File: src/rtl/video_pkg.sv
package video_pkg;

	// bits per colour channel delivered by the core
	// anything from 1 to 6 is accepted, narrower values get MSB replicated
	localparam int color_depth = 4;

	// bits per colour channel at the VGA connector
	localparam int vga_depth = 6;

	// horizontal pixel counters and line buffer address
	// 9 bits covers lines of up to 512 native pixels
	localparam int sd_hcnt_width = 9;

	// scanlines input encoding
	// darkening is only applied to the repeated copy of a line
	localparam logic [1:0] scan_none = 2'b00;

	// keep three quarters of the level
	localparam logic [1:0] scan_25 = 2'b01;

	// keep half of the level
	localparam logic [1:0] scan_50 = 2'b10;

	// keep a quarter of the level
	localparam logic [1:0] scan_75 = 2'b11;

endpackage

File: src/rtl/pixel_sampler.sv
module pixel_sampler (
	input  logic                              clk_sys,
	input  logic                              rst,
	input  logic                              ce_divider,
	input  logic [video_pkg::color_depth-1:0] r_in,
	input  logic [video_pkg::color_depth-1:0] g_in,
	input  logic [video_pkg::color_depth-1:0] b_in,
	input  logic                              hs_in,
	input  logic                              vs_in,
	output logic                              ce_pix,
	output logic                              ce_dbl,
	output logic [video_pkg::vga_depth-1:0]   pix_r,
	output logic [video_pkg::vga_depth-1:0]   pix_g,
	output logic [video_pkg::vga_depth-1:0]   pix_b,
	output logic                              pix_hs,
	output logic                              pix_vs
);
	import video_pkg::*;

	// free running phase of the pixel clock enables
	logic [1:0] ce_cnt;

	// widen a channel by repeating its own bits from the MSB down
	// 4 bits gives {v, v[3:2]}, 1 bit gives six copies
	function automatic logic [vga_depth-1:0] expand(input logic [color_depth-1:0] v);
		logic [vga_depth-1:0] e;
		for (int i = 0; i < vga_depth; i++) begin
			e[vga_depth-1-i] = v[color_depth-1-(i % color_depth)];
		end
		return e;
	endfunction

	always_ff @(posedge clk_sys) begin
		if (rst) begin
			ce_cnt <= 2'd0;
		end else begin
			ce_cnt <= ce_cnt + 2'd1;
		end
	end

	// divider 0: native pixel every 4 clocks, doubled pixel every 2
	// divider 1: native pixel every 2 clocks, doubled pixel every clock
	assign ce_pix = ce_divider ? ce_cnt[0] : (ce_cnt == 2'd3);
	assign ce_dbl = ce_divider ? 1'b1 : ce_cnt[0];

	always_ff @(posedge clk_sys) begin
		if (rst) begin
			pix_r  <= '0;
			pix_g  <= '0;
			pix_b  <= '0;
			pix_hs <= 1'b0;
			pix_vs <= 1'b0;
		end else if (ce_pix) begin
			pix_r  <= expand(r_in);
			pix_g  <= expand(g_in);
			pix_b  <= expand(b_in);
			pix_hs <= hs_in;
			pix_vs <= vs_in;
		end
	end

endmodule

File: config.mk
export PLATFORM = sky130hd
export DESIGN_NAME = pixel_sampler
export DESIGN_NICKNAME = d
export VERILOG_FILES = /design/src/rtl/video_pkg.sv /design/src/rtl/pixel_sampler.sv
export SDC_FILE = /design/constraint.sdc
export NUM_CORES = 1
export LEC_CHECK = 0
export ABC_AREA = 1
export BUFFER_PORTS_ARGS = -buffer_cell sky130_fd_sc_hd__buf_2
export CORE_MARGIN = 2
export CORE_UTILIZATION = 46
export DETAILED_ROUTE_END_ITERATION = 8
export GPL_ROUTABILITY_DRIVEN = 0
export GPL_TIMING_DRIVEN = 0
export PLACE_DENSITY_LB_ADDON = 0.2
export SLEW_MARGIN = 5
export SYNTH_ARGS = -nofsm -noshare
export SYNTH_HDL_FRONTEND = slang
export SYNTH_SLANG_ARGS = --single-unit
File: constraint.sdc
create_clock -name clk_sys -period 2.2 [get_ports clk_sys]
set_input_delay 0.22 -clock clk_sys [delete_from_list [all_inputs] [get_ports clk_sys]]
set_output_delay 0.22 -clock clk_sys [all_outputs]
set_load 0.05 [all_outputs]
==> impl_metrics.py <==
metrics = {
    "run_status": {
        "status": "finished clean",
    },
    "clock_tree": {
        "cts_root_buf": "clkbuf_4",
        "cts_post_setup_buffers_inserted": 0,
        "cts_resized": 0,
        "cts.path.max_buffers": 2,
        "hold_buffers": 0,
        "insertion_delay_ps": 280,
        "cts_max_level": 1,
        "cts_tree": "built",
        "clkTransAtPathRegs_ps": 90,
        "cts_sinks": 16,
        "cts_buffers": 3,
    },
    "synth": {
        "yosysSeqAreaShare_pct": 42.45,
        "synth_top_area_share_pct": 42.45,
        "syn_inst": 109,
        "synth_ff_type": "dfxtp_1",
        "syn_area_sq_um": 754.5,
        "synth_nets": 127,
        "yosysWarnings": 0,
        "yosys-top-cells-count": "nor2_1 (29), inv_1 (18), nand2_1 (17)",
        "syn_avg_cell_area_sq_um": 6.922,
        "ys_ff_latch": 16,
        "async_reset_ff_share_pct": 0,
        "synth.top_cells.by_area": "dfxtp_1 (42%), nor2_1 (14%), nand3_1 (9.3%)",
        "synth_edf_count": 0,
        "synth_cell_types": 12,
        "post-synth-top-area-cell": "dfxtp_1",
        "synth.most_common_cell": "nor2_1",
    },
    "detailed_routing": {
        "first_iter_violations": 5,
        "num_vias": 709,
        "post-route-drc-count": 0,
        "vias_per_cell": 4.246,
        "post_drt_wl_per_cell_um": 8.473,
        "drtPass1Iterations": 4,
        "final_antenna_net_count": 0,
        "wl_um": 1415,
    },
    "timing": {
        "fin_crit_sh_pct": 82.57,
        "setup_viol": 0,
        "skew_ps": 2.988,
        "rsz0062_at_grt": "no",
        "worst_slew_pin_slew_ps": 298.6,
        "layout_min_cycle_time_ps": 1817,
        "tns_ps": 0,
        "relSlewSlack_pct": 80.09,
        "slew_viol_final": 0,
        "hold_viol": 0,
        "fmax_ghz": 0.5505,
    },
    "power_and_ir_drop": {
        "netSwitchingFraction_pct": 35.56,
        "power_frac_comb_pct": 31.6,
        "power.density_nw_per_um2": 750.5,
        "p_sw_mw": 0.2672,
        "total_power_mw": 0.7512,
        "seq_power_share_pct": 43.0,
        "clkPwrFrac_pct": 25.4,
        "power_report.internal_total_mw": 0.4841,
        "p_leak_nw": 0.6151,
        "vdd_drop_max_v": 0.0005112,
    },
    "final_layout": {
        "drive_gt1_share_pct": 37.09,
        "fin_area_sq_um": 1001,
        "area_delta_synth_final_pct": 32.67,
        "nets": 170,
        "n_fill_cell": 153,
        "diodes": 0,
    },
    "min_path": {
        "hold_path_class": "in -> reg",
    },
    "floorplan": {
        "die_w_um": 44.50,
        "die_h_um": 44.50,
        "start_util_pct": 49.51,
        "num_rows": 14,
        "core_area_sq_um": 1524,
        "fp.dieArea_sq_um": 1980,
        "io_pins": 39,
    },
    "place": {
        "port_buffers": 38,
        "dp_hpwl_um": 1097,
        "dpl_cell_area_sq_um": 964.7,
    },
    "worst_setup_path": {
        "end_kind": "primary output",
        "critical_path_class": "reg -> out",
        "max_stage_delay_ps": 390,
        "crit_path_max_fanout": 10,
        "cp_slowest_cell": "dfxtp_1",
        "start_kind": "flip-flop",
        "arrival_ps": 1600,
        "required_ps": 1980,
        "cp_cell_sequence": "ha_1, inv_2, o21ai_2, buf_6, buf_2",
    },
    "global_route": {
        "grt_pass1_vias": 549,
        "antenna_found_initial": 0,
        "grt_usage_pct": 15.66,
        "grt_pass1_wl_um": 2256,
        "grt-ovfl-total": 0,
        "grt_max_degree": 11,
    },
    "run": {
        "maxCapViolCount": 0,
    },
}
[critical path, delay by kind of cell (launching register included)]
family	cells	cell delay [ps]
buf+inv	3	500
compound gates	1	260
fa+ha+maj	1	170
flops	1	390
[sequential cells by signal, summed over array words and instances (netlist names)]
name,count
pix_vs,1
pix_r,4
pix_g,4
pix_hs,1
pix_b,4
ce_cnt,2
[per-stage QoR]
stage | worst slack, ps | utilization [%] | hold WS [ps] | std cells
floorplan | 993.7 | - | 286.7 | 109
global placement | 683.1 | 63.30 | 403.9 | 163
detailed placement | 674.6 | 63.30 | 412.0 | 163
CTS | 346.5 | 65.68 | 99.96 | 167
global route | 261.7 | 65.68 | 98.58 | 167
finish | 383.4 | 65.68 | 112.0 | 167
[cell families after synthesis]
family | count (synthesis) | synth area share, %
DFF | 16 | 42.45
AOI/OAI and AO/OA | 1 | 1.161
and+or+nand+nor | 62 | 33.83
buffers and inverters | 29 | 20.89
adders and majority gates | 1 | 1.658
[layout make-up]
| class | instances | area (sq um) | area share, % |
|---|---|---|---|
| Tap cell | 16 | 20.02 | 2.000 |
| Multi-Input combinational cell | 64 | 276.5 | 27.62 |
| Buffer | 10 | 86.33 | 8.625 |
| Timing Repair Buffer | 38 | 190.2 | 19.00 |
| Clock buffer | 4 | 36.28 | 3.625 |
| Inverter | 19 | 71.32 | 7.125 |
| Sequential cell | 16 | 320.3 | 32.00 |
[placed cells by master, fill, tap and decap left out]
master	synthesis	final
buf_6	3	3
clkbuf_4	0	3
nor2_2	1	1
inv_1	18	18
buf_4	7	7
nand3_1	14	14
clkbuf_8	0	1
ha_1	1	1
nand2_2	1	1
o21ai_2	1	1
buf_2	0	38
inv_2	1	1
dfxtp_1	16	16
nor2_1	29	29
nand2_1	17	17
[power by group through the flow]
stage	sequential, mW	clock, mW	combinational, mW
6_report	0.323	0.191	0.237
3_3_place_gp	0.329	0	0.236
2_1_floorplan	0.394	0	0.120
5_1_grt	0.327	0.213	0.256
3_5_place_dp	0.331	0	0.239
4_1_cts	0.324	0.202	0.239
[routing by layer]
| layer | vias up | part of all wire [%] | global-route usage, % |
|---|---|---|---|
| met3 | 2 | 6.1 | 2.449 |
| met4 | 0 | 0.64 | 10.91 |
| met5 | - | 0 | 0 |
| li1 | 397 | - | - |
| met1 | 289 | 46 | 19.60 |
| met2 | 21 | 47 | 24.35 |
[final timing paths]
check / startpoint / endpoint / slack (ps) / cells past startpoint
hold / removal: rst / ce_cnt[0] / 110 / 2
setup / recovery: ce_cnt[0] / ce_pix / 380 / 5
setup reg to reg: ce_cnt[0] / pix_b[2] / 950 / 6
hold reg to reg: ce_cnt[0] / ce_cnt[0] / 470 / 1
Note: power is estimated with default switching activity, not from simulation.
