File: src/rtl/video_pkg.sv
package video_pkg;

	// bits per colour channel delivered by the core
	// anything from 1 to 6 is accepted, narrower values get MSB replicated
	localparam int color_depth = 4;

	// bits per colour channel at the VGA connector
	localparam int vga_depth = 6;

	// horizontal pixel counters and line buffer address
	// 9 bits covers lines of up to 512 native pixels
	localparam int sd_hcnt_width = 9;

	// scanlines input encoding
	// darkening is only applied to the repeated copy of a line
	localparam logic [1:0] scan_none = 2'b00;

	// keep three quarters of the level
	localparam logic [1:0] scan_25 = 2'b01;

	// keep half of the level
	localparam logic [1:0] scan_50 = 2'b10;

	// keep a quarter of the level
	localparam logic [1:0] scan_75 = 2'b11;

endpackage

File: src/rtl/scandoubler.sv
module scandoubler (
	input  logic                                clk_sys,
	input  logic                                rst,
	input  logic                                ce_pix,
	input  logic                                ce_dbl,
	input  logic [video_pkg::vga_depth-1:0]     pix_r,
	input  logic [video_pkg::vga_depth-1:0]     pix_g,
	input  logic [video_pkg::vga_depth-1:0]     pix_b,
	input  logic                                pix_hs,
	input  logic                                pix_vs,
	input  logic [3*video_pkg::vga_depth-1:0]   rd_data,
	output logic                                wr_en,
	output logic                                wr_bank,
	output logic [video_pkg::sd_hcnt_width-1:0] wr_addr,
	output logic [3*video_pkg::vga_depth-1:0]   wr_data,
	output logic                                rd_bank,
	output logic [video_pkg::sd_hcnt_width-1:0] rd_addr,
	output logic [video_pkg::vga_depth-1:0]     sd_r,
	output logic [video_pkg::vga_depth-1:0]     sd_g,
	output logic [video_pkg::vga_depth-1:0]     sd_b,
	output logic                                sd_hs,
	output logic                                sd_vs,
	output logic                                sd_repeat
);
	import video_pkg::*;

	logic                     hs_q;
	logic                     hs_rise;
	logic                     restart_pend;
	logic                     line_start;
	logic [sd_hcnt_width-1:0] in_col;
	logic [sd_hcnt_width-1:0] line_len;
	logic [sd_hcnt_width-1:0] hs_len;
	logic [sd_hcnt_width-1:0] out_col;
	logic                     bank;
	logic                     seen_line;
	logic                     line_ok;
	logic                     repeat_line;
	logic                     vs_line;
	logic                     vs_out;
	logic                     s1_hs;
	logic                     s1_vs;
	logic                     s1_rep;
	logic                     s1_ok;

	// pix_hs only moves on ce_pix, so the rise lasts a single clock
	assign hs_rise = pix_hs & ~hs_q;

	// the new line starts on the next ce_dbl so every doubled pixel
	// has the same width, this always lands before the next ce_pix
	assign line_start = ce_dbl & (hs_rise | restart_pend);

	always_ff @(posedge clk_sys) begin
		if (rst) begin
			hs_q         <= 1'b0;
			restart_pend <= 1'b0;
		end else begin
			hs_q         <= pix_hs;
			restart_pend <= (hs_rise | restart_pend) & ~ce_dbl;
		end
	end

	// input side: count native pixels and swap banks per line
	always_ff @(posedge clk_sys) begin
		if (rst) begin
			in_col    <= '0;
			line_len  <= '0;
			bank      <= 1'b0;
			seen_line <= 1'b0;
			line_ok   <= 1'b0;
			vs_line   <= 1'b0;
			vs_out    <= 1'b0;
		end else if (line_start) begin
			in_col    <= '0;
			line_len  <= in_col;
			bank      <= ~bank;
			seen_line <= 1'b1;
			// first line after reset is partial, wait for a full one
			line_ok   <= seen_line;
			vs_line   <= pix_vs;
			vs_out    <= vs_line;
		end else if (ce_pix) begin
			in_col <= in_col + 1'b1;
		end
	end

	assign wr_en   = ce_pix;
	assign wr_bank = bank;
	assign wr_addr = in_col;
	assign wr_data = {pix_r, pix_g, pix_b};

	// previous line lives in the other bank
	assign rd_bank = ~bank;
	assign rd_addr = out_col;

	// output side: two passes over the stored line per input line
	always_ff @(posedge clk_sys) begin
		if (rst) begin
			out_col     <= '0;
			repeat_line <= 1'b0;
		end else if (line_start) begin
			out_col     <= '0;
			repeat_line <= 1'b0;
		end else if (ce_dbl) begin
			if (out_col == line_len - 1'b1) begin
				out_col     <= '0;
				repeat_line <= ~repeat_line;
			end else begin
				out_col <= out_col + 1'b1;
			end
		end
	end

	// doubled hsync covers a quarter of each half line
	assign hs_len = line_len >> 2;

	// stage 1 lines up with the RAM read, stage 2 drives the outputs
	always_ff @(posedge clk_sys) begin
		if (rst) begin
			s1_hs     <= 1'b0;
			s1_vs     <= 1'b0;
			s1_rep    <= 1'b0;
			s1_ok     <= 1'b0;
			sd_hs     <= 1'b0;
			sd_vs     <= 1'b0;
			sd_repeat <= 1'b0;
			sd_r      <= '0;
			sd_g      <= '0;
			sd_b      <= '0;
		end else begin
			s1_hs     <= line_ok & (out_col < hs_len);
			s1_vs     <= vs_out;
			s1_rep    <= repeat_line;
			s1_ok     <= line_ok;
			sd_hs     <= s1_hs;
			sd_vs     <= s1_vs;
			sd_repeat <= s1_rep;
			if (s1_ok) begin
				{sd_r, sd_g, sd_b} <= rd_data;
			end else begin
				sd_r <= '0;
				sd_g <= '0;
				sd_b <= '0;
			end
		end
	end

endmodule

File: config.mk
export PLATFORM = sky130hd
export DESIGN_NAME = scandoubler
export DESIGN_NICKNAME = d
export VERILOG_FILES = /design/src/rtl/video_pkg.sv /design/src/rtl/scandoubler.sv
export SDC_FILE = /design/constraint.sdc
export NUM_CORES = 1
export LEC_CHECK = 0
export BUFFER_PORTS_ARGS = -buffer_cell sky130_fd_sc_hd__buf_2
export CORE_MARGIN = 1
export CORE_UTILIZATION = 52
export CTS_CLUSTER_DIAMETER = 50
export DETAILED_ROUTE_END_ITERATION = 12
export PLACE_DENSITY = 0.84
export SYNTH_ARGS = -nofsm -noshare
export SYNTH_HDL_FRONTEND = slang
export SYNTH_SLANG_ARGS = --single-unit
File: constraint.sdc
create_clock -name clk_sys -period 3.4 [get_ports clk_sys]
set_input_delay 0.68 -clock clk_sys [delete_from_list [all_inputs] [get_ports clk_sys]]
set_output_delay 0.68 -clock clk_sys [all_outputs]
set_load 0.05 [all_outputs]
==> impl_results.md, run 1 <==
* Diode count at 0
* Hold_buf cts at 0
* Min Tclk post-route at 1990 ps
* Dpl hpwl at ~3.7 mm
* Die height at 73.4 microns
* First DRT Iteration DRCs at 99
* Yosys cell types at 44
* Int Power at 1.23 mW
* Vias in the first global route at between 2000 and 2500
* Met3 wire len at around 270 microns
* Share of layout cells above drive strength 1 at 25.6%
* Top-count cell post-synth: dfxtp_1
* Design area at just over 3000 sq um
* Hold Path Class: reg2reg
* Die width at 73.4 microns
* Final setup viols at 0
* DR top layer: met4
* Worst setup EP type: flop
* Clock Latency Late Sink at 340 ps
* Register area share after synthesis at between 40 and 50%
* Syn_nets at 344
* Max FO, Critical Path at 7
* Area of the multi-input gates at 1210 sq um
* Sw frac at 22.6%
* DR WL/cell at ~13 microns
* Yosys synthesis warning count at 0
* GRT Util Overall at 21.4%
* Die ar. at 5390 sq um
* Clk buf depth at 2
* Gpl congestion at 0.858
* Root Buffer: clkbuf_8
* Crit-path slowest cell: dfxtp_1
* Max Clk Rate at 503 MHz
* Post-CTS Resized at 0
* CTS tree: built
* Critical path type: reg2reg
* Share of the synthesized area in the top cell type at between 40% and 50%
* Crit path max-delay family: compound AO/OA/AOI/OAI gates
* Grt total ovfl at 0
* DR DRC count at 0
* Post-synth ARST share at 0%
* Clock network power share at about half
* Worst path cell trace: inv_1 > ha_1 > xor2_1 > o211ai_1 > a211oi_4 > o2111ai_2 > nand2_2 > nor2_1
* Crit path required time at 3630 ps
* Clock-pin slew of the registers on the worst-case setup and hold paths at approximately 70 ps
* Logic pwr share at 6.3%
* Net switching power at roughly 0.36 mW
* Max incr delay on CP at 460 ps
* RSZ-0062 raised after global routing: no
* Post-CTS setup buffer count at 0
* EDFF count, synth at 0
* Post-Place Cell Area at around 2900 sq um
* Tot Pwr at 1.59 mW
* Final wirelength at 5.21 mm
* Sequential power share at 45.5%
* Worst Skew at 5.07 ps
* Final period utilization at between 50% and 60%
* Startpoint Class: flop
* Rows at 25
* Main flop type after synthesis: dfxtp_1
* Htree depth at 3
* DRT Pass-1 Iters at 4
* Cell taking the most area after synthesis: dfxtp_1
* FF+latch area at between 1000 and 1500 sq um
* Antenna Nets Post-Route at 0
* Number of max-cap violations at 0
* P_leak at ~1.4 nW
* Top cells by count, synth: dfxtp_1 (60), nand2_1 (33), nor2_1 (26)
* Slew margin rel. at 39.5%
* Max Transition Viols Final at 0
* Pwr dens at 512 nW/um^2
* CTS sink count at 60
* Critical path arrival at 2220 ps
* Metal1 wirelength at 2.25 mm
* Post-synthesis cell area at 2650 sq um
* Initial antenna violation count at 0
* Post-synthesis cell count at 293
* Status: finished clean
* FILL cells at 404
* Core area at slightly below 5000 sq um
* Via count at 2091
* Max VDD drop at 423 uV
* Met2 wire len at 2.63 mm
* PortBufs at 65
* Slew of the pin with the lowest slew margin at between 900 and 1000 ps
* Average size of a mapped cell at between 9 and 10 sq um
* R2R setup slack at 1410 ps
* Area delta synth->final at 17.3%
* Num ports at roughly 100
* Largest net degree at the start of global routing at 28
* Setup TNS at 0 ps
* Final Hold Fails at 0
* Number of synthesized register bits at 60
* Worst path bufs/invs at 1
* Final Core Density at 64.6%
* Synth top area cells: dfxtp_1 (45%), buf_4 (5.4%), xor2_1 (5.0%)
* First-pass GRT wire length at 8.54 mm
* Starting density of the core at between 50% and 60%
* Final net count at between 300 and 400
* Number of vias per cell at 5.09
* Cts bufs inserted at 9
[area by class of cell]
cell class,count,area share (%)
Multi-Input combinational cell,189,38.8
Sequential cell,60,38.6
Timing Repair Buffer,66,10.7
Clock buffer,10,4.10
Clock inverter,6,3.58
Tap cell,67,2.69
Inverter,13,1.57
[power by group through the flow]
| stage | registers (mW) | logic, mW | clock network, mW |
|---|---|---|---|
| floorplan | 0.758 | 0.108 | 0 |
| global placement | 0.740 | 0.0968 | 0 |
| detailed placement | 0.740 | 0.100 | 0 |
| CTS | 0.724 | 0.100 | 0.784 |
| global route | 0.725 | 0.109 | 0.807 |
| finish | 0.724 | 0.0997 | 0.769 |
[placed cells by master, fill, tap and decap left out, types with 2 or more instances in the layout]
cell type / count
and2_1: 18
xnor2_1: 10
nand2_1: 33
inv_1: 13
clkbuf_8: 9
nor3_1: 4
and3_1: 2
ha_1: 9
xor2_1: 15
nor2_1: 26
nor2b_1: 13
nand3_1: 9
dfxtp_1: 60
o21ai_0: 2
nand4_1: 6
buf_2: 65
bufinv_16: 3
nand2b_1: 2
nand4b_1: 2
a21oi_1: 15
[stage by stage]
step	setup slack, ps	std cells	hold WS, ps
6_report	1410	411	441
4_1_cts	1400	411	438
3_5_place_dp	1350	395	426
2_1_floorplan	1610	293	414
5_1_grt	1290	411	454
3_3_place_gp	1450	395	422
[state kept, by name, summed over array words and instances, names as in the netlist]
register,flops
line_ok,1
sd_vs,1
sd_hs,1
sd_g,6
restart_pend,1
seen_line,1
wr_addr,9
repeat_line,1
wr_bank,1
hs_q,1
rd_addr,9
s1_ok,1
vs_out,1
s1_rep,1
s1_hs,1
sd_r,6
vs_line,1
s1_vs,1
sd_b,6
line_len,9
sd_repeat,1
[cell families after synthesis]
group | after synthesis | synth area share (%)
xor+xnor | 25 | 8.25
compound gates | 31 | 8.63
buf+inv | 44 | 9.25
fa+ha+maj | 9 | 4.25
simple gates | 123 | 24.0
flops | 60 | 45.3
mux | 1 | 0.377
[per-layer routing]
metal,vias to the layer above,track usage [%]
met2,57,36.3
met3,5,6.45
met5,-,0
li1,1036,-
met4,0,12.2
met1,993,23.7
[path summary, 6_finish.rpt]
kind	start	to	cells after the start
worst min register to register	s1_vs	sd_vs	1
worst min-delay path	s1_vs	sd_vs	1
worst max-delay path	line_len[0]	rd_addr[2]	8
worst max register to register	line_len[0]	rd_addr[2]	8
[worst register-to-register path, cell delays in order, from the launching register on]
cell and delay [ps]:
dfxtp_1 460, inv_1 80, ha_1 310, xor2_1 150, o211ai_1 160, a211oi_4 260, o2111ai_2 200, nand2_2 190
nor2_1 70
Power figures use the tool's default switching activity.
==> run 2, diff against run 1 <==
- CORE_UTILIZATION: 52 -> 48
- PLACE_DENSITY: 0.84 -> 0.79
- clock period: 3.4 -> 1.9 ns (I/O delays scaled with it)
==> run 2 against run 1 <==
Effect of this change:
- clock skew up 0.88 ps
- register-to-register slack worse by 1300 ps
- combinational power up 84%
- count of clock-buffer cells in the layout unchanged
- critical endpoint unchanged
==> impl_results.md, run 2 (same netlist as run 1, synthesis figures left out) <==
* Min Tclk post-route at 1750 ps
* Largest net degree at the start of global routing at 28
* Num ports at 102
* Commonest non-fill, non-tap cell in the layout: buf_2
* Clock-pin slew of the registers on the worst-case setup and hold paths at approximately 70 ps
* Share of layout cells above drive strength 1 at 27.6%
* Sw frac at around 25%
* Cell depth of the worst hold path at 2
* Sequential power share at 50.2%
* Die width at approximately 76 microns
* Worst r2r dst: rd_addr[2]
* Final net count at 397
* Root Buffer: clkbuf_8
* Slew of the pin with the lowest slew margin at 877 ps
* Via count at 2028
* Final Hold Fails at 0
* Slack of the critical path at about 150 ps
* Critical path type: reg2reg
* Setup TNS at 0 ps
* Clock network power share at 42.7%
* Worst Hold End: sd_r[4]
* Hold Path Class: in2reg
* Hold_buf cts at 0
* GRT Util Overall at 18.6%
* Initial antenna violation count at 0
* Max Transition Viols Final at 0
* DR WL/cell at 12.0 microns
* Hold_sp: rd_data[16]
* Gpl congestion at 0.844
* Core area at about 5200 sq um
* Startpoint Class: flop
* Max VDD drop at 594 uV
* DRT Pass-1 Iters at 4
* Grt total ovfl at 0
* PortBufs at 65
* Critical path arrival at between 1500 and 2000 ps
* Clk buf depth at 2
* Net switching power at 0.637 mW
* Highest-count cells in the layout ignoring fill and taps: buf_2 (65), dfxtp_1 (59), nand2_1 (33)
* Post-Place Cell Area at 2930 sq um
* Die ar. at 5830 sq um
* Area delta synth->final at 17.9%
* Pre-CTS setup slack at 107 ps
* Final wirelength at 5.07 mm
* Worst Skew at 5.95 ps
* Number of vias per cell at ~4.8
* Slew margin rel. at between 40 and 50%
* Antenna Nets Post-Route at 0
* Post-CTS Resized at 0
* DR top layer: met4
* Vias in the first global route at roughly 1900
* Metal1 wirelength at 2.29 mm
* Met2 wire len at 2.44 mm
* Htree depth at 3
* Int Power at 1.94 mW
* DR DRC count at 0
* CTS sink count at 60
* FF-to-FF Start: line_len[3]
* Met3 wire len at 237 microns
* FF+latch area at approximately 1200 sq um
* Starting density of the core at between 50% and 60%
* RSZ-0062 raised after global routing: no
* Area of the multi-input gates at 1210 sq um
* Max Clk Rate at about 570 MHz
* Worst setup EP type: flop
* Crit path required time at about 2100 ps
* Cts bufs inserted at 9
* Clock Latency Late Sink at 340 ps
* P_leak at 1.38 nW
* Post-CTS setup buffer count at 0
* Rows at 26
* Worst r2r path cells at 6
* Design area at approximately 3100 sq um
* First DRT Iteration DRCs at 85
* Max FO, Critical Path at 7
* Dpl hpwl at roughly 3.7 mm
* Final setup viols at 0
* Final period utilization at 92.0%
* Status: finished clean
* Die height at approximately 76 microns
* R2R setup slack at 150 ps
* Diode count at 0
* Logic pwr share at 7.1%
* CTS tree: built
* FILL cells at 480
* Pwr dens at roughly 820 nW/um^2
* First-pass GRT wire length at 8.46 mm
* Tot Pwr at 2.58 mW
* Number of max-cap violations at 0
run 2: metal layers:
layer	track usage, %	up-vias
met5	0	-
met4	9.23	0
met3	6.23	15
met2	30.0	50
met1	22.1	915
li1	-	1048
run 2: worst max path at each step:
stage                     start     endpoint  slack (ps)  cells past startpoint
CTS                 line_len[2]   rd_addr[2]          90                      6
finish              line_len[3]   rd_addr[2]         150                      6
global route        line_len[3]   rd_addr[6]          40                      6
detailed placement  line_len[2]   rd_addr[2]         110                      6
floorplan            rd_addr[3]  repeat_line         110                      6
global placement    line_len[2]   rd_addr[8]         180                      6
run 2: area by class of cell:
type | count | share of cell area, %
Multi-Input combinational cell | 189 | 38.8
Sequential cell | 60 | 38.4
Clock buffer | 10 | 4.08
Timing Repair Buffer | 73 | 12.3
Clock inverter | 6 | 2.04
Inverter | 13 | 1.56
Tap cell | 70 | 2.80
run 2: power groups by stage:
stage	clock [mW]	combinational (mW)	sequential [mW]
after global routing	1.19	0.200	1.30
after detailed placement	0	0.183	1.32
final	1.10	0.183	1.29
after floorplan	0	0.193	1.36
after global placement	0	0.180	1.32
after CTS	1.13	0.184	1.29
run 2: metrics by stage:
stage | std cells | utilization, % | hold WS (ps)
2_1_floorplan | 293 | - | 414
3_3_place_gp | 405 | 56.3 | 420
3_5_place_dp | 405 | 56.3 | 424
4_1_cts | 421 | 60.0 | 218
5_1_grt | 421 | 60.1 | 220
6_report | 421 | 60.1 | 237
run 2: critical path: stages (launching register included):
cell,delay (ps)
dfxtp_1,380
or3_4,420
o31ai_4,200
and4b_1,260
o2111ai_2,140
nand2_2,170
nor2_1,70
