==> src/rtl/video_pkg.sv <==
package video_pkg;

	// bits per colour channel delivered by the core
	// anything from 1 to 6 is accepted, narrower values get MSB replicated
	localparam int color_depth = 4;

	// bits per colour channel at the VGA connector
	localparam int vga_depth = 6;

	// horizontal pixel counters and line buffer address
	// 9 bits covers lines of up to 512 native pixels
	localparam int sd_hcnt_width = 9;

	// scanlines input encoding
	// darkening is only applied to the repeated copy of a line
	localparam logic [1:0] scan_none = 2'b00;

	// keep three quarters of the level
	localparam logic [1:0] scan_25 = 2'b01;

	// keep half of the level
	localparam logic [1:0] scan_50 = 2'b10;

	// keep a quarter of the level
	localparam logic [1:0] scan_75 = 2'b11;

endpackage

==> src/rtl/video_out_stage.sv <==
module video_out_stage (
	input  logic                            clk_sys,
	input  logic                            rst,
	input  logic [1:0]                      scanlines,
	input  logic                            scandoubler_disable,
	input  logic [video_pkg::vga_depth-1:0] pix_r,
	input  logic [video_pkg::vga_depth-1:0] pix_g,
	input  logic [video_pkg::vga_depth-1:0] pix_b,
	input  logic                            pix_hs,
	input  logic                            pix_vs,
	input  logic [video_pkg::vga_depth-1:0] sd_r,
	input  logic [video_pkg::vga_depth-1:0] sd_g,
	input  logic [video_pkg::vga_depth-1:0] sd_b,
	input  logic                            sd_hs,
	input  logic                            sd_vs,
	input  logic                            sd_repeat,
	output logic [video_pkg::vga_depth-1:0] vga_r,
	output logic [video_pkg::vga_depth-1:0] vga_g,
	output logic [video_pkg::vga_depth-1:0] vga_b,
	output logic                            vga_hs,
	output logic                            vga_vs
);
	import video_pkg::*;

	logic [vga_depth-1:0] dim_r;
	logic [vga_depth-1:0] dim_g;
	logic [vga_depth-1:0] dim_b;

	// scanline darkening of one channel
	function automatic logic [vga_depth-1:0] shade(input logic [vga_depth-1:0] v,
			input logic [1:0] level);
		logic [vga_depth-1:0] s;
		case (level)
			scan_none: s = v;
			scan_25:   s = v - (v >> 2);
			scan_50:   s = v >> 1;
			scan_75:   s = v >> 2;
			default:   s = v;
		endcase
		return s;
	endfunction

	// only the second copy of a doubled line is darkened
	assign dim_r = sd_repeat ? shade(sd_r, scanlines) : sd_r;
	assign dim_g = sd_repeat ? shade(sd_g, scanlines) : sd_g;
	assign dim_b = sd_repeat ? shade(sd_b, scanlines) : sd_b;

	always_ff @(posedge clk_sys) begin
		if (rst) begin
			vga_r  <= '0;
			vga_g  <= '0;
			vga_b  <= '0;
			vga_hs <= 1'b0;
			vga_vs <= 1'b0;
		end else if (scandoubler_disable) begin
			// 15 kHz passthrough
			vga_r  <= pix_r;
			vga_g  <= pix_g;
			vga_b  <= pix_b;
			vga_hs <= pix_hs;
			vga_vs <= pix_vs;
		end else begin
			vga_r  <= dim_r;
			vga_g  <= dim_g;
			vga_b  <= dim_b;
			vga_hs <= sd_hs;
			vga_vs <= sd_vs;
		end
	end

endmodule

==> config.mk <==
export PLATFORM = sky130hd
export DESIGN_NAME = video_out_stage
export DESIGN_NICKNAME = d
export VERILOG_FILES = /design/src/rtl/video_pkg.sv /design/src/rtl/video_out_stage.sv
export SDC_FILE = /design/constraint.sdc
export NUM_CORES = 1
export LEC_CHECK = 0
export BUFFER_PORTS_ARGS = -buffer_cell sky130_fd_sc_hd__buf_2
export CAP_MARGIN = 20
export CORE_MARGIN = 2
export CORE_UTILIZATION = 50
export DETAILED_ROUTE_END_ITERATION = 10
export PLACE_DENSITY = 0.81
export SLEW_MARGIN = 10
export SYNTH_ARGS = -nofsm -noshare
export SYNTH_HDL_FRONTEND = slang
export SYNTH_SLANG_ARGS = --single-unit
export TNS_END_PERCENT = 20
==> constraint.sdc <==
create_clock -name clk_sys -period 2.1 [get_ports clk_sys]
set_input_delay 0.21 -clock clk_sys [delete_from_list [all_inputs] [get_ports clk_sys]]
set_output_delay 0.21 -clock clk_sys [all_outputs]
set_load 0.02 [all_outputs]
==> results of run 1 <==
-- power breakdown --
| group | leakage, nW | internal, mW | switching [mW] |
|---|---|---|---|
| Clock | 0.0210 | 0.105 | 0.111 |
| Sequential | 0.167 | 0.409 | 0.00619 |
| Combinational | 0.862 | 0.181 | 0.250 |
| Total | 1.05 | 0.695 | 0.367 |
-- final cells by class --
class,count,area (um2),area share
Clock buffer,4,36.3,0.0170
Inverter,22,96.3,0.0452
Multi-Input combinational cell,152,1190,0.560
Sequential cell,20,400,0.188
Tap cell,46,57.6,0.0270
Timing Repair Buffer,68,348,0.163
-- registers in the layout (all words and copies together), names as in the netlist --
register  count
vga_b         6
vga_vs        1
vga_hs        1
vga_r         6
vga_g         6
-- worst max-delay path, cell delays in order --
cell                       delay (ns)
sky130_fd_sc_hd__buf_2           0.11
sky130_fd_sc_hd__inv_1           0.05
sky130_fd_sc_hd__ha_1            0.15
sky130_fd_sc_hd__inv_1           0.05
sky130_fd_sc_hd__fa_1            0.39
sky130_fd_sc_hd__a21o_1          0.17
sky130_fd_sc_hd__a21oi_1         0.17
sky130_fd_sc_hd__xnor2_1         0.13
sky130_fd_sc_hd__nand3_1         0.09
sky130_fd_sc_hd__a221oi_1        0.28
-- worst max-delay path by stage --
stage	endpoint	depth (start not counted)	from	slack (ns)
finish	vga_b[4]$_SDFF_PP0_	10	sd_b[0]	0.51
floorplan	vga_g[4]$_SDFF_PP0_	9	sd_g[0]	0.43
detailed placement	vga_b[4]$_SDFF_PP0_	10	sd_b[0]	0.20
global route	vga_b[4]$_SDFF_PP0_	10	sd_b[0]	0.42
global placement	vga_b[4]$_SDFF_PP0_	10	sd_b[0]	0.26
CTS	vga_b[4]$_SDFF_PP0_	10	sd_b[0]	0.51
-- cell families (layout without fill, tap and decap cells) --
| kind of cell | after synthesis | in the layout | synth area share |
|---|---|---|---|
| AO/OA/AOI/OAI | 58 | 58 | 0.284 |
| XOR/XNOR | 11 | 11 | 0.0541 |
| adder cells (fa/ha/maj) | 15 | 15 | 0.118 |
| buffers and inverters | 33 | 94 | 0.105 |
| flip-flops | 20 | 20 | 0.225 |
| multiplexers | 12 | 12 | 0.0675 |
| AND/OR/NAND/NOR | 56 | 56 | 0.147 |
-- layer usage --
layer / global-route usage / wire [um] / part of all wire / vias up
met2: 0.380 / 2060 / 0.46 / 79
met1: 0.317 / 1990 / 0.45 / 777
met3: 0.0286 / 365 / 0.082 / 4
met5: 0 / 0 / 0 / -
li1: - / - / - / 851
met4: 0.0353 / 31 / 0.0070 / 0
-- through the flow --
stage | hold WS, ns | power (mW) | setup slack [ns] | cells | cell area [um2]
finish | 0.110 | 1.06 | 0.510 | 312 | 2130
global route | 0.122 | 1.13 | 0.420 | 312 | 2130
CTS | 0.113 | 1.06 | 0.506 | 312 | 2130
detailed placement | 0.418 | 0.853 | 0.197 | 308 | 2100
global placement | 0.417 | 0.846 | 0.264 | 308 | 2100
floorplan | 0.289 | 0.726 | 0.431 | 205 | 1780
-- cells in the final DEF, fill, tap and decap left out, types with 3 or more instances in the layout --
| cell type | count |
|---|---|
| sky130_fd_sc_hd__a21o_1 | 4 |
| sky130_fd_sc_hd__nor3_1 | 4 |
| sky130_fd_sc_hd__a21oi_1 | 12 |
| sky130_fd_sc_hd__inv_1 | 21 |
| sky130_fd_sc_hd__a211oi_1 | 5 |
| sky130_fd_sc_hd__o21ai_1 | 3 |
| sky130_fd_sc_hd__xnor2_1 | 8 |
| sky130_fd_sc_hd__buf_4 | 3 |
| sky130_fd_sc_hd__xor2_1 | 3 |
| sky130_fd_sc_hd__mux2i_1 | 12 |
| sky130_fd_sc_hd__nand2_1 | 15 |
| sky130_fd_sc_hd__ha_1 | 12 |
| sky130_fd_sc_hd__a22oi_1 | 5 |
| sky130_fd_sc_hd__buf_2 | 65 |
| sky130_fd_sc_hd__clkbuf_4 | 3 |
| sky130_fd_sc_hd__nand2b_1 | 5 |
| sky130_fd_sc_hd__o221ai_1 | 3 |
| sky130_fd_sc_hd__nor2_1 | 23 |
| sky130_fd_sc_hd__o221a_1 | 3 |
| sky130_fd_sc_hd__nor2_2 | 4 |
| sky130_fd_sc_hd__fa_1 | 3 |
| sky130_fd_sc_hd__dfxtp_1 | 20 |
==> reports/summary.md, run 1 <==
The tools report the weighted congestion at the end of routability-driven global placement as 0.918. The die boundary height is 63.7 um, and the standby leakage power is 1.05 nW. Clock tree synthesis selected as its root buffer the cell sky130_fd_sc_hd__clkbuf_4. The area share of the largest cell type after synthesis was 0.225; the maximum number of pins on one net before global-route repair was 22.

From synthesis to final layout, the design area changed by 19.7%. The ratio of final minimum period to clock period was 0.757; the average size of a mapped cell was 8.69 um2. The count of buffers added on input and output ports is 65. For the total number of clock tree sinks, the log shows 20.

Pin placement for this block handled 66 I/O pins. The transition time of the tightest slew-check pin works out to 0.400 ns. The tools report the number of global-route vias before repair as 1637. The fraction of layout cells with a size suffix above 1 works out to 0.338. The run finished with clean final reports. The count of pins over their slew limit is 0. The routed layout has 1711 vias. The initial core utilization was 0.525; the setup TNS after final layout was 0 ns. Counting flops with a built-in enable in the synthesized netlist gives 0. After filler insertion, the fill cell instance count of the layout stands at 307. The first global-routing pass estimated 7.45 mm of wire. Final core area utilization: 0.629. The cell depth of the worst hold path was 3; the overall routed net length was 4.45 mm. After synthesis the netlist holds a flip-flop and latch count of 20. TritonCTS buffer count: 3. For this block, the initial DRC count from the detailed router was 75. Ranked by instance count, the synthesized netlist is headed by 23 x sky130_fd_sc_hd__nor2_1, 21 x sky130_fd_sc_hd__inv_1, 20 x sky130_fd_sc_hd__dfxtp_1, 15 x sky130_fd_sc_hd__nand2_1.

The logs give 0.733 for the relative max-transition margin and 45 for the number of library cell types mapped by synthesis. For the data arrival time of the worst path, the log shows 1.79 ns. For the row count, the log shows 21. The logs give 3.48 mm for the half-perimeter wire length after placement and 0 for the total congestion overflow.

The total of cells resized after clock tree synthesis is 0, and the overall die width is 63.7 um. The run gives 0 as the total count of hold-check failures in the final report. For this design the ratio of total power to cell area is 498 mW/mm2. Dividing the detail-routed via count by the number of cells gives 5.48.

Sorting the synthesized cells by area gives the leading types as sky130_fd_sc_hd__dfxtp_1 22%, sky130_fd_sc_hd__ha_1 8.4%, sky130_fd_sc_hd__mux2i_1 6.7%, sky130_fd_sc_hd__nor2_1 4.8%, sky130_fd_sc_hd__inv_1 4.4%. The clock period could shrink to 1.59 ns. For the required time of the worst setup path, the log shows 2.30 ns. The worst setup path is captured at a flip-flop. The maximum resistive drop on vdd was 0.236 mV. Based on the critical path, the design can be clocked at up to 0.629 GHz. The maximum buffer depth of the clock tree was 2. The core region is 0.00339 mm2.

The count of TritonRoute iterations in the first routing pass came out at 4. Class of the most critical setup path: in2reg. The synthesized instance count was 205. Setup repair after global routing left no endpoint under its margin. The worst min-delay path class is in2reg.

Yosys printed 0 warnings. The cell area that synthesis handed to floorplanning was 0.00178 mm2. The detail route stage leaves a number of antenna-violating nets equal to 0. Max-cap violations in this run came to 0. Buffers added to address setup during post-CTS repair amount to 0.

Hold-critical path endpoint: vga_b[5]$_SDFF_PP0_. TritonCTS built the clock tree. The initial antenna violation count was 0; the post-synthesis async set-or-reset flop share was 0.

The most used flip-flop cell after synthesis is sky130_fd_sc_hd__dfxtp_1. The worst hold path begins at pix_b[5]. The highest fanout seen on the critical path is 2, and the fraction of the yosys area taken by sequential cells is 0.225.

Overall global routing resource usage: 0.227. The synthesized netlist net count was 266; the clock-pin slew of the registers on the worst-case setup and hold paths was 0.11 ns. The tools report the count of nets after finishing as 328. Setup violations remaining at the end of the flow were counted as 0.

The run gives 0.00405 mm2 as the total die area. The most common cell in the synthesized netlist is sky130_fd_sc_hd__nor2_1. The run gives 0 as the antenna diode instance count. The element type at the critical path start was an input port. Hold repair after CTS inserted 0 buffers. Dividing the detail-routed wire length by the instance count gives 14.3 um. The total number of H-tree levels is 1. The most area-hungry cell type in the Yosys netlist is sky130_fd_sc_hd__dfxtp_1. The run gives 0 as the DRC violation count after routing.
No activity file was read; power rests on OpenSTA's default activity.
==> inputs of run 2 (changes only) <==
ABC_AREA = 1   (was unset)
CORE_UTILIZATION = 48   (was 50)
PLACE_DENSITY = 0.8   (was 0.81)
clock period = 1.62 ns   (was 2.1 ns; I/O delays follow)
==> run 2 against run 1 <==
Compared with the run above: critical path depth unchanged; via count rose by 9.0%; largest power group is now sequential cells; utilization grew 1.3 points; critical path type unchanged; clock power rose by 32%; critical endpoint is now vga_b[5]$_SDFF_PP0_.
==> reports/summary.md, run 2 <==
The flow ran to the end, and the final reports show no timing, DRC or antenna violations. Entering global routing, the biggest net connects 28 pins. The largest registers in the layout are vga_b (6), vga_g (6), vga_r (6).

The transition time of the tightest slew-check pin is 0.375 ns, and the total die area is 0.00379 mm2. The run gives 22 as the number of library cell types mapped by synthesis. The number of DRC markers in iteration 0 is 162, and the data arrival time of the worst path is 1.52 ns.

For the antenna diode instance count, the log shows 0. For this run, design rule violations remaining after detail routing come to 0. The count of pins over their slew limit is 0, and the total met2 wirelength after detailed routing is 1.89 mm. The cell area that synthesis handed to floorplanning was 0.00159 mm2. The total number of H-tree levels was 1; the max-cap violation count was 0. The final critical-path setup slack was 0.340 ns; the overall die width was 61.6 um. Once placement finished, the instance area stood at 0.00196 mm2. The signal on the critical path passes through buf_2, buf_4, ha_1, a21oi_1, nand2_1, nand2_1, nand3_1, nand2_1, nand2_1, a21oi_1. In the detailed route, the total length drawn on met3 is 513 um. Synthesis produced a netlist with a net count of 300. The number of buffers and inverters on the critical path is 2.

The power density of the placed cells is 665 mW/mm2. Clock tree synthesis inserted a total of 3 buffers. After the last flow step, the layout net total stands at 367.

Global routing finished with a remaining overflow of 0. The signed area change from the synthesized netlist to the final layout came out at 25.3%. The cell family contributing the most delay on the critical path is simple AND/OR/NAND/NOR gates. The total count of hold-check failures in the final report is 0. The worst setup path is captured at a flip-flop. Overall power consumption after layout is estimated at 1.33 mW. The time the worst path needs with I/O delays and setup was 1.28 ns; the ratio of final minimum period to clock period was 0.790. The clock-pin slew of the registers on the worst-case setup and hold paths is 0.11 ns. The library cells used most frequently in the layout, excluding fill and tap cells, are 65 x sky130_fd_sc_hd__buf_2, 52 x sky130_fd_sc_hd__nand2_1, 34 x sky130_fd_sc_hd__o21ai_0.

The detail route stage leaves a number of antenna-violating nets equal to 0. Yosys instantiated no cell more often than sky130_fd_sc_hd__nand2_1. The floorplan step set the die height to 61.6 um. In this run, post-CTS hold repair placed 0 buffers. Most frequent standard cell in the layout excluding fill and tap cells: sky130_fd_sc_hd__buf_2.

The most used cell along the critical path is sky130_fd_sc_hd__nand2_1. For this block, wires on met1 add up to 1.91 mm. In the post-synthesis netlist, the biggest area contributors are sky130_fd_sc_hd__dfxtp_1 25%, sky130_fd_sc_hd__nand2_1 12%, sky130_fd_sc_hd__o21ai_0 11%, sky130_fd_sc_hd__ha_1 9.4%, sky130_fd_sc_hd__a21oi_1 7.6%. The first global-routing pass estimated 6.76 mm of wire. The tree built by TritonCTS fans out to 20 sinks. In this run the mean area of a mapped cell was 6.65 um2. The element type at the critical path start is an input port.

The tools report the setup TNS after final layout as 0 ns. Setup repair after global routing left no endpoint under its margin. Summing all non-filler instances in the final layout gives an area of 0.00199 mm2. For the initial core utilization, the log shows 0.512.

The fraction of layout cells with a size suffix above 1 came out at 0.282. The detailed router used layers up to and including met4. Dividing the detail-routed wire length by the instance count gives 12.6 um.

The via-per-instance ratio is 5.34. The run gives 239 as the synthesized instance count. The area share of the largest cell type after synthesis was 0.252.

The commonest cells after synthesis are 52 x sky130_fd_sc_hd__nand2_1, 34 x sky130_fd_sc_hd__o21ai_0, 24 x sky130_fd_sc_hd__a21oi_1, 21 x sky130_fd_sc_hd__inv_1. Summed over all cells, the static leakage comes to 1.03 nW. The synthesized design contains 20 register bits. Summed over all layers, the routed wires come to 4.39 mm. sky130_fd_sc_hd__dfxtp_1 takes more of the synthesized area than any other cell. Relative max-transition margin: 0.750. Before CTS, the worst setup slack after placement is 0.0422 ns. In this run the post-CTS setup repair buffer count came out at 0. During synthesis, Yosys emitted a total of 0 warnings. The root buffer cell chosen for the clock tree is sky130_fd_sc_hd__clkbuf_4.

The number of global-route vias before repair was 1548; the area of the core was 0.00310 mm2. The total of cells resized after clock tree synthesis came out at 0. The setup path with the least slack is of type in2reg. The highest fanout seen on the critical path works out to 5. During I/O placement, the number of pins put on the boundary was 66.

The routed via count is 1865. The maximum resistive drop on vdd is 0.220 mV, and the number of synthesized flops with an enable pin is 0. After floorplanning, the core was divided into 20 placement rows. Post-synthesis async set-or-reset flop share: 0. Overall global routing resource usage: 0.239. The tools report the fraction of the yosys area taken by sequential cells as 0.252. Worst min-delay path class: in2reg.

STA puts the critical path data required time at 1.86 ns. Hold is met by 0.0569 ns. The run gives 6 as the count of TritonRoute iterations in the first routing pass. The top achievable clock speed is 0.781 GHz, and the number of buffers added on ports is 65. Cell with the biggest individual delay on the critical path: sky130_fd_sc_hd__ha_1. TritonCTS built the clock tree.

The initial antenna violation count was 0. The delay of the slowest cell on the worst path was 0.35 ns; the half-perimeter wire length after placement was 3.47 mm. The most used flip-flop cell after synthesis is sky130_fd_sc_hd__dfxtp_1.

The congestion estimate from routability-driven global placement came to 0.913. For the maximum buffer depth of the clock tree, the log shows 2. Count of final setup violators: 0.
[run 2: changes by cell type after synthesis, moves of 9 or more]
cell and change:
sky130_fd_sc_hd__nand2_1 +37, sky130_fd_sc_hd__nand3_1 +18, sky130_fd_sc_hd__nor2_1 -10, sky130_fd_sc_hd__a21oi_1 +12, sky130_fd_sc_hd__o22ai_1 +9, sky130_fd_sc_hd__o21ai_0 +32, sky130_fd_sc_hd__mux2i_1 -12
[run 2: layer usage]
layer  track usage  vias to the layer above
met1         0.337                      808
li1              -                      950
met3        0.0231                       10
met2         0.380                       97
met4        0.0821                        0
met5             0                        -
[run 2: final timing paths]
kind                  startpoint                  end  slack, ns  depth (start not counted)
worst max-delay path     sd_b[2]  vga_b[5]$_SDFF_PP0_       0.34                         10
worst min-delay path         rst  vga_g[5]$_SDFF_PP0_       0.06                          2
[run 2: per-stage QoR]
| step | cells | util |
|---|---|---|
| floorplan | 239 | - |
| global placement | 345 | 0.630 |
| detailed placement | 345 | 0.630 |
| CTS | 349 | 0.642 |
| global route | 349 | 0.642 |
| finish | 349 | 0.642 |
[run 2: cells by family after synthesis]
kind of cell / after synthesis / share of synthesized area
compound gates: 75 / 0.250
buf+inv: 31 / 0.0826
flops: 20 / 0.252
fa+ha+maj: 15 / 0.132
simple gates: 98 / 0.283
[run 2: area by class of cell]
type	instances	area (um2)
fillers	308	1110
multi-input cells	188	1060
flip-flops and latches	20	400
repair buffers	68	348
inverters	25	93.8
well taps	44	55.1
clock buffers	4	36.3
[run 2: power breakdown]
group          internal (mW)  total [mW]  switching [mW]
sequential             0.530       0.538         0.00832
combinational          0.188       0.502           0.314
clock                  0.137       0.285           0.148
total                  0.855        1.33           0.471
==> inputs of run 3 (changes only) <==
clock period = 1.28 ns   (was 1.62 ns; I/O delays follow)
==> run 3 against run 2 <==
Compared with the run above: worst setup slack worse by 0.28 ns; sequential power up 27%; routed wire length up 5.5%; via count up 5.0%; largest power group is now combinational logic; highest routed layer unchanged.
==> reports/summary.md, run 3 (same netlist as run 2, synthesis figures left out) <==
In this run the power spent charging and discharging nets is 606 uW. The fraction of layout cells with a size suffix above 1 came out at 0.345. The run gives 0 as the total count of hold-check failures in the final report.

For the pin with the worst max-slew slack, the measured transition is 0.376 ns. The worst hold path terminates at vga_r[5]$_SDFF_PP0_. Data arrives at the worst endpoint at 1.41 ns. The total number of clock tree sinks is 20. The class of the most critical setup path is in2reg. The first global-routing pass estimated 7.01 mm of wire.

Standby leakage power: 1.15 nW. The worst hold path was traced through 2 stages. The run gives 0 as the antenna diode instance count. Entering global routing, the biggest net connects 28 pins. The detail route stage leaves a number of antenna-violating nets equal to 0. The total number of H-tree levels was 1.

The tree is rooted in a sky130_fd_sc_hd__clkbuf_4. The filler cells instantiated in the layout total 295. The run gives 1.46 ns as the required time of the worst setup path. The logs give 0 for the total congestion overflow and 3 for the TritonCTS buffer count. The routed via count is 1959.

The net switching share of the total power works out to 0.361. TritonCTS built the clock tree. The half-perimeter wire length after placement came out at 3.72 mm. The number of buffers added on ports is 65, and the signed area change from the synthesized netlist to the final layout is 37.3%.

Counting along the longest clock path gives a buffer depth of 2. At the end of the flow, the number of nets in the layout was 393. The tools report the final cell count without fillers as 374.

Post-CTS timing repair inserted 0 buffers for setup. After clock tree synthesis, the clock-pin slew on the worst setup and hold paths is 0.11 ns. The count of hold-fix buffers inserted at cts was 0; the power density of the placed cells was 769 mW/mm2.

For this block, the routed nets add up to 4.63 mm of wire. Internal power comes to 1.07 mW. Along the worst path, the maximum fanout reaches 2. The die is 61.6 um wide. Measured along the y axis, the die boundary spans 61.6 um. 66 I/O pins were placed.

The run gives 0 as the max-cap violation count. The ratio of final minimum period to clock period is 0.956, and the initial antenna violation count is 0. After detailed routing, the average wire length per cell comes to 12.4 um. STA classifies the critical path endpoint as a flip-flop. The part of the power in registers was 0.406; the number of cells after detailed placement was 371.

The maximum resistive drop on vdd is 0.326 mV. The via-per-instance ratio came out at 5.24. For this run, design rule violations remaining after detail routing come to 0. The pre-CTS worst setup slack was -0.248 ns. The logic gate share of total power was 0.422.

Setup repair after global routing could not meet its margin everywhere. The tools report the clock share of power as 0.173. The worst path needs 1.22 ns of the cycle, external delays included. After floorplanning, the core was divided into 20 placement rows. For the number of global-route vias before repair, the log shows 1673.

The most frequent standard cell in the layout excluding fill and tap cells is sky130_fd_sc_hd__buf_2. Static timing analysis puts the maximum clock frequency at 0.817 GHz. Setup violations remaining at the end of the flow were counted as 0. The die covers 0.00379 mm2. For the count of pins over their slew limit, the log shows 0.

After the first detailed-routing iteration, the DRC count stood at 114. The startpoint identified for the worst hold timing path is rst. The overall global routing resource usage is 0.248, and the final critical-path setup slack is 0.0560 ns.

The path class of the tightest hold or removal check is in2reg. The library cells used most frequently in the layout, excluding fill and tap cells, are 65 x sky130_fd_sc_hd__buf_2, 52 x sky130_fd_sc_hd__nand2_1, 34 x sky130_fd_sc_hd__o21ai_0. The run finished with clean final reports. Relative max-transition margin: 0.749.

STA classifies the critical path startpoint as an input port. At the end of routability-driven placement, the weighted congestion stood at 0.932. The count of TritonRoute iterations in the first routing pass came out at 5.

The total area inside the core boundary comes to 0.00310 mm2. Initial core utilization: 0.512. The largest registers in the layout are vga_b (6), vga_g (6), vga_r (6). In this run, post-CTS repair resized a total of 0 instances.
## run 3: cell count changes in the layout (fill, tap and decap cells not counted), sizes merged
cell,change
buf,+26
clkbuf,-1
## run 3: power by group through the flow
stage | combinational [mW] | clock, mW | sequential (mW)
2_1_floorplan | 0.340 | 0 | 0.762
3_3_place_gp | 0.678 | 0 | 0.695
3_5_place_dp | 0.694 | 0 | 0.696
4_1_cts | 0.697 | 0.294 | 0.681
5_1_grt | 0.786 | 0.322 | 0.688
6_report | 0.708 | 0.290 | 0.681
## run 3: area by class of cell
| class | instances | area, um2 | share of cell area |
|---|---|---|---|
| clock buffers | 3 | 22.5 | 0.0103 |
| inverters | 25 | 93.8 | 0.0430 |
| multi-input cells | 188 | 1070 | 0.489 |
| flip-flops and latches | 20 | 400 | 0.183 |
| well taps | 44 | 55.1 | 0.0252 |
| repair buffers | 94 | 543 | 0.249 |
## run 3: per-layer routing
layer,global-route usage,wire length (um)
met5,0,0
met4,0.125,87
met3,0.0294,365
met2,0.394,2110
met1,0.330,2070
## run 3: how the worst max path moves through the flow
stage | from | end | slack [ns] | cells after the start
2_1_floorplan | sd_g[0] | vga_g[4]$_SDFF_PP0_ | -0.004 | 10
3_3_place_gp | sd_g[0] | vga_g[4]$_SDFF_PP0_ | -0.19 | 11
3_5_place_dp | sd_g[0] | vga_g[4]$_SDFF_PP0_ | -0.25 | 11
4_1_cts | sd_g[0] | vga_g[4]$_SDFF_PP0_ | 0.08 | 11
5_1_grt | sd_r[0] | vga_r[2]$_SDFF_PP0_ | -0.01 | 10
6_report | sd_g[0] | vga_g[1]$_SDFF_PP0_ | 0.06 | 9
## run 3: worst max-delay path, cell delays in order
cell,delay (ns)
sky130_fd_sc_hd__buf_2,0.09
sky130_fd_sc_hd__inv_1,0.03
sky130_fd_sc_hd__ha_1,0.18
sky130_fd_sc_hd__inv_1,0.09
sky130_fd_sc_hd__fa_2,0.43
sky130_fd_sc_hd__nand2_1,0.08
sky130_fd_sc_hd__o21ai_0,0.08
sky130_fd_sc_hd__o22ai_1,0.20
sky130_fd_sc_hd__a21oi_1,0.10
## run 3: metrics by stage
stage | total power [mW] | util | hold slack, ns | instance area, um2 | setup TNS [ns]
after floorplan | 1.10 | - | 0.197 | 1590 | -0.00817
after global placement | 1.37 | 0.694 | 0.342 | 2150 | -1.53
after detailed placement | 1.39 | 0.694 | 0.342 | 2150 | -2.23
after CTS | 1.67 | 0.701 | 0.0156 | 2180 | 0
after global routing | 1.79 | 0.704 | 0.0116 | 2180 | -0.0122
final | 1.68 | 0.704 | 0.0194 | 2180 | 0
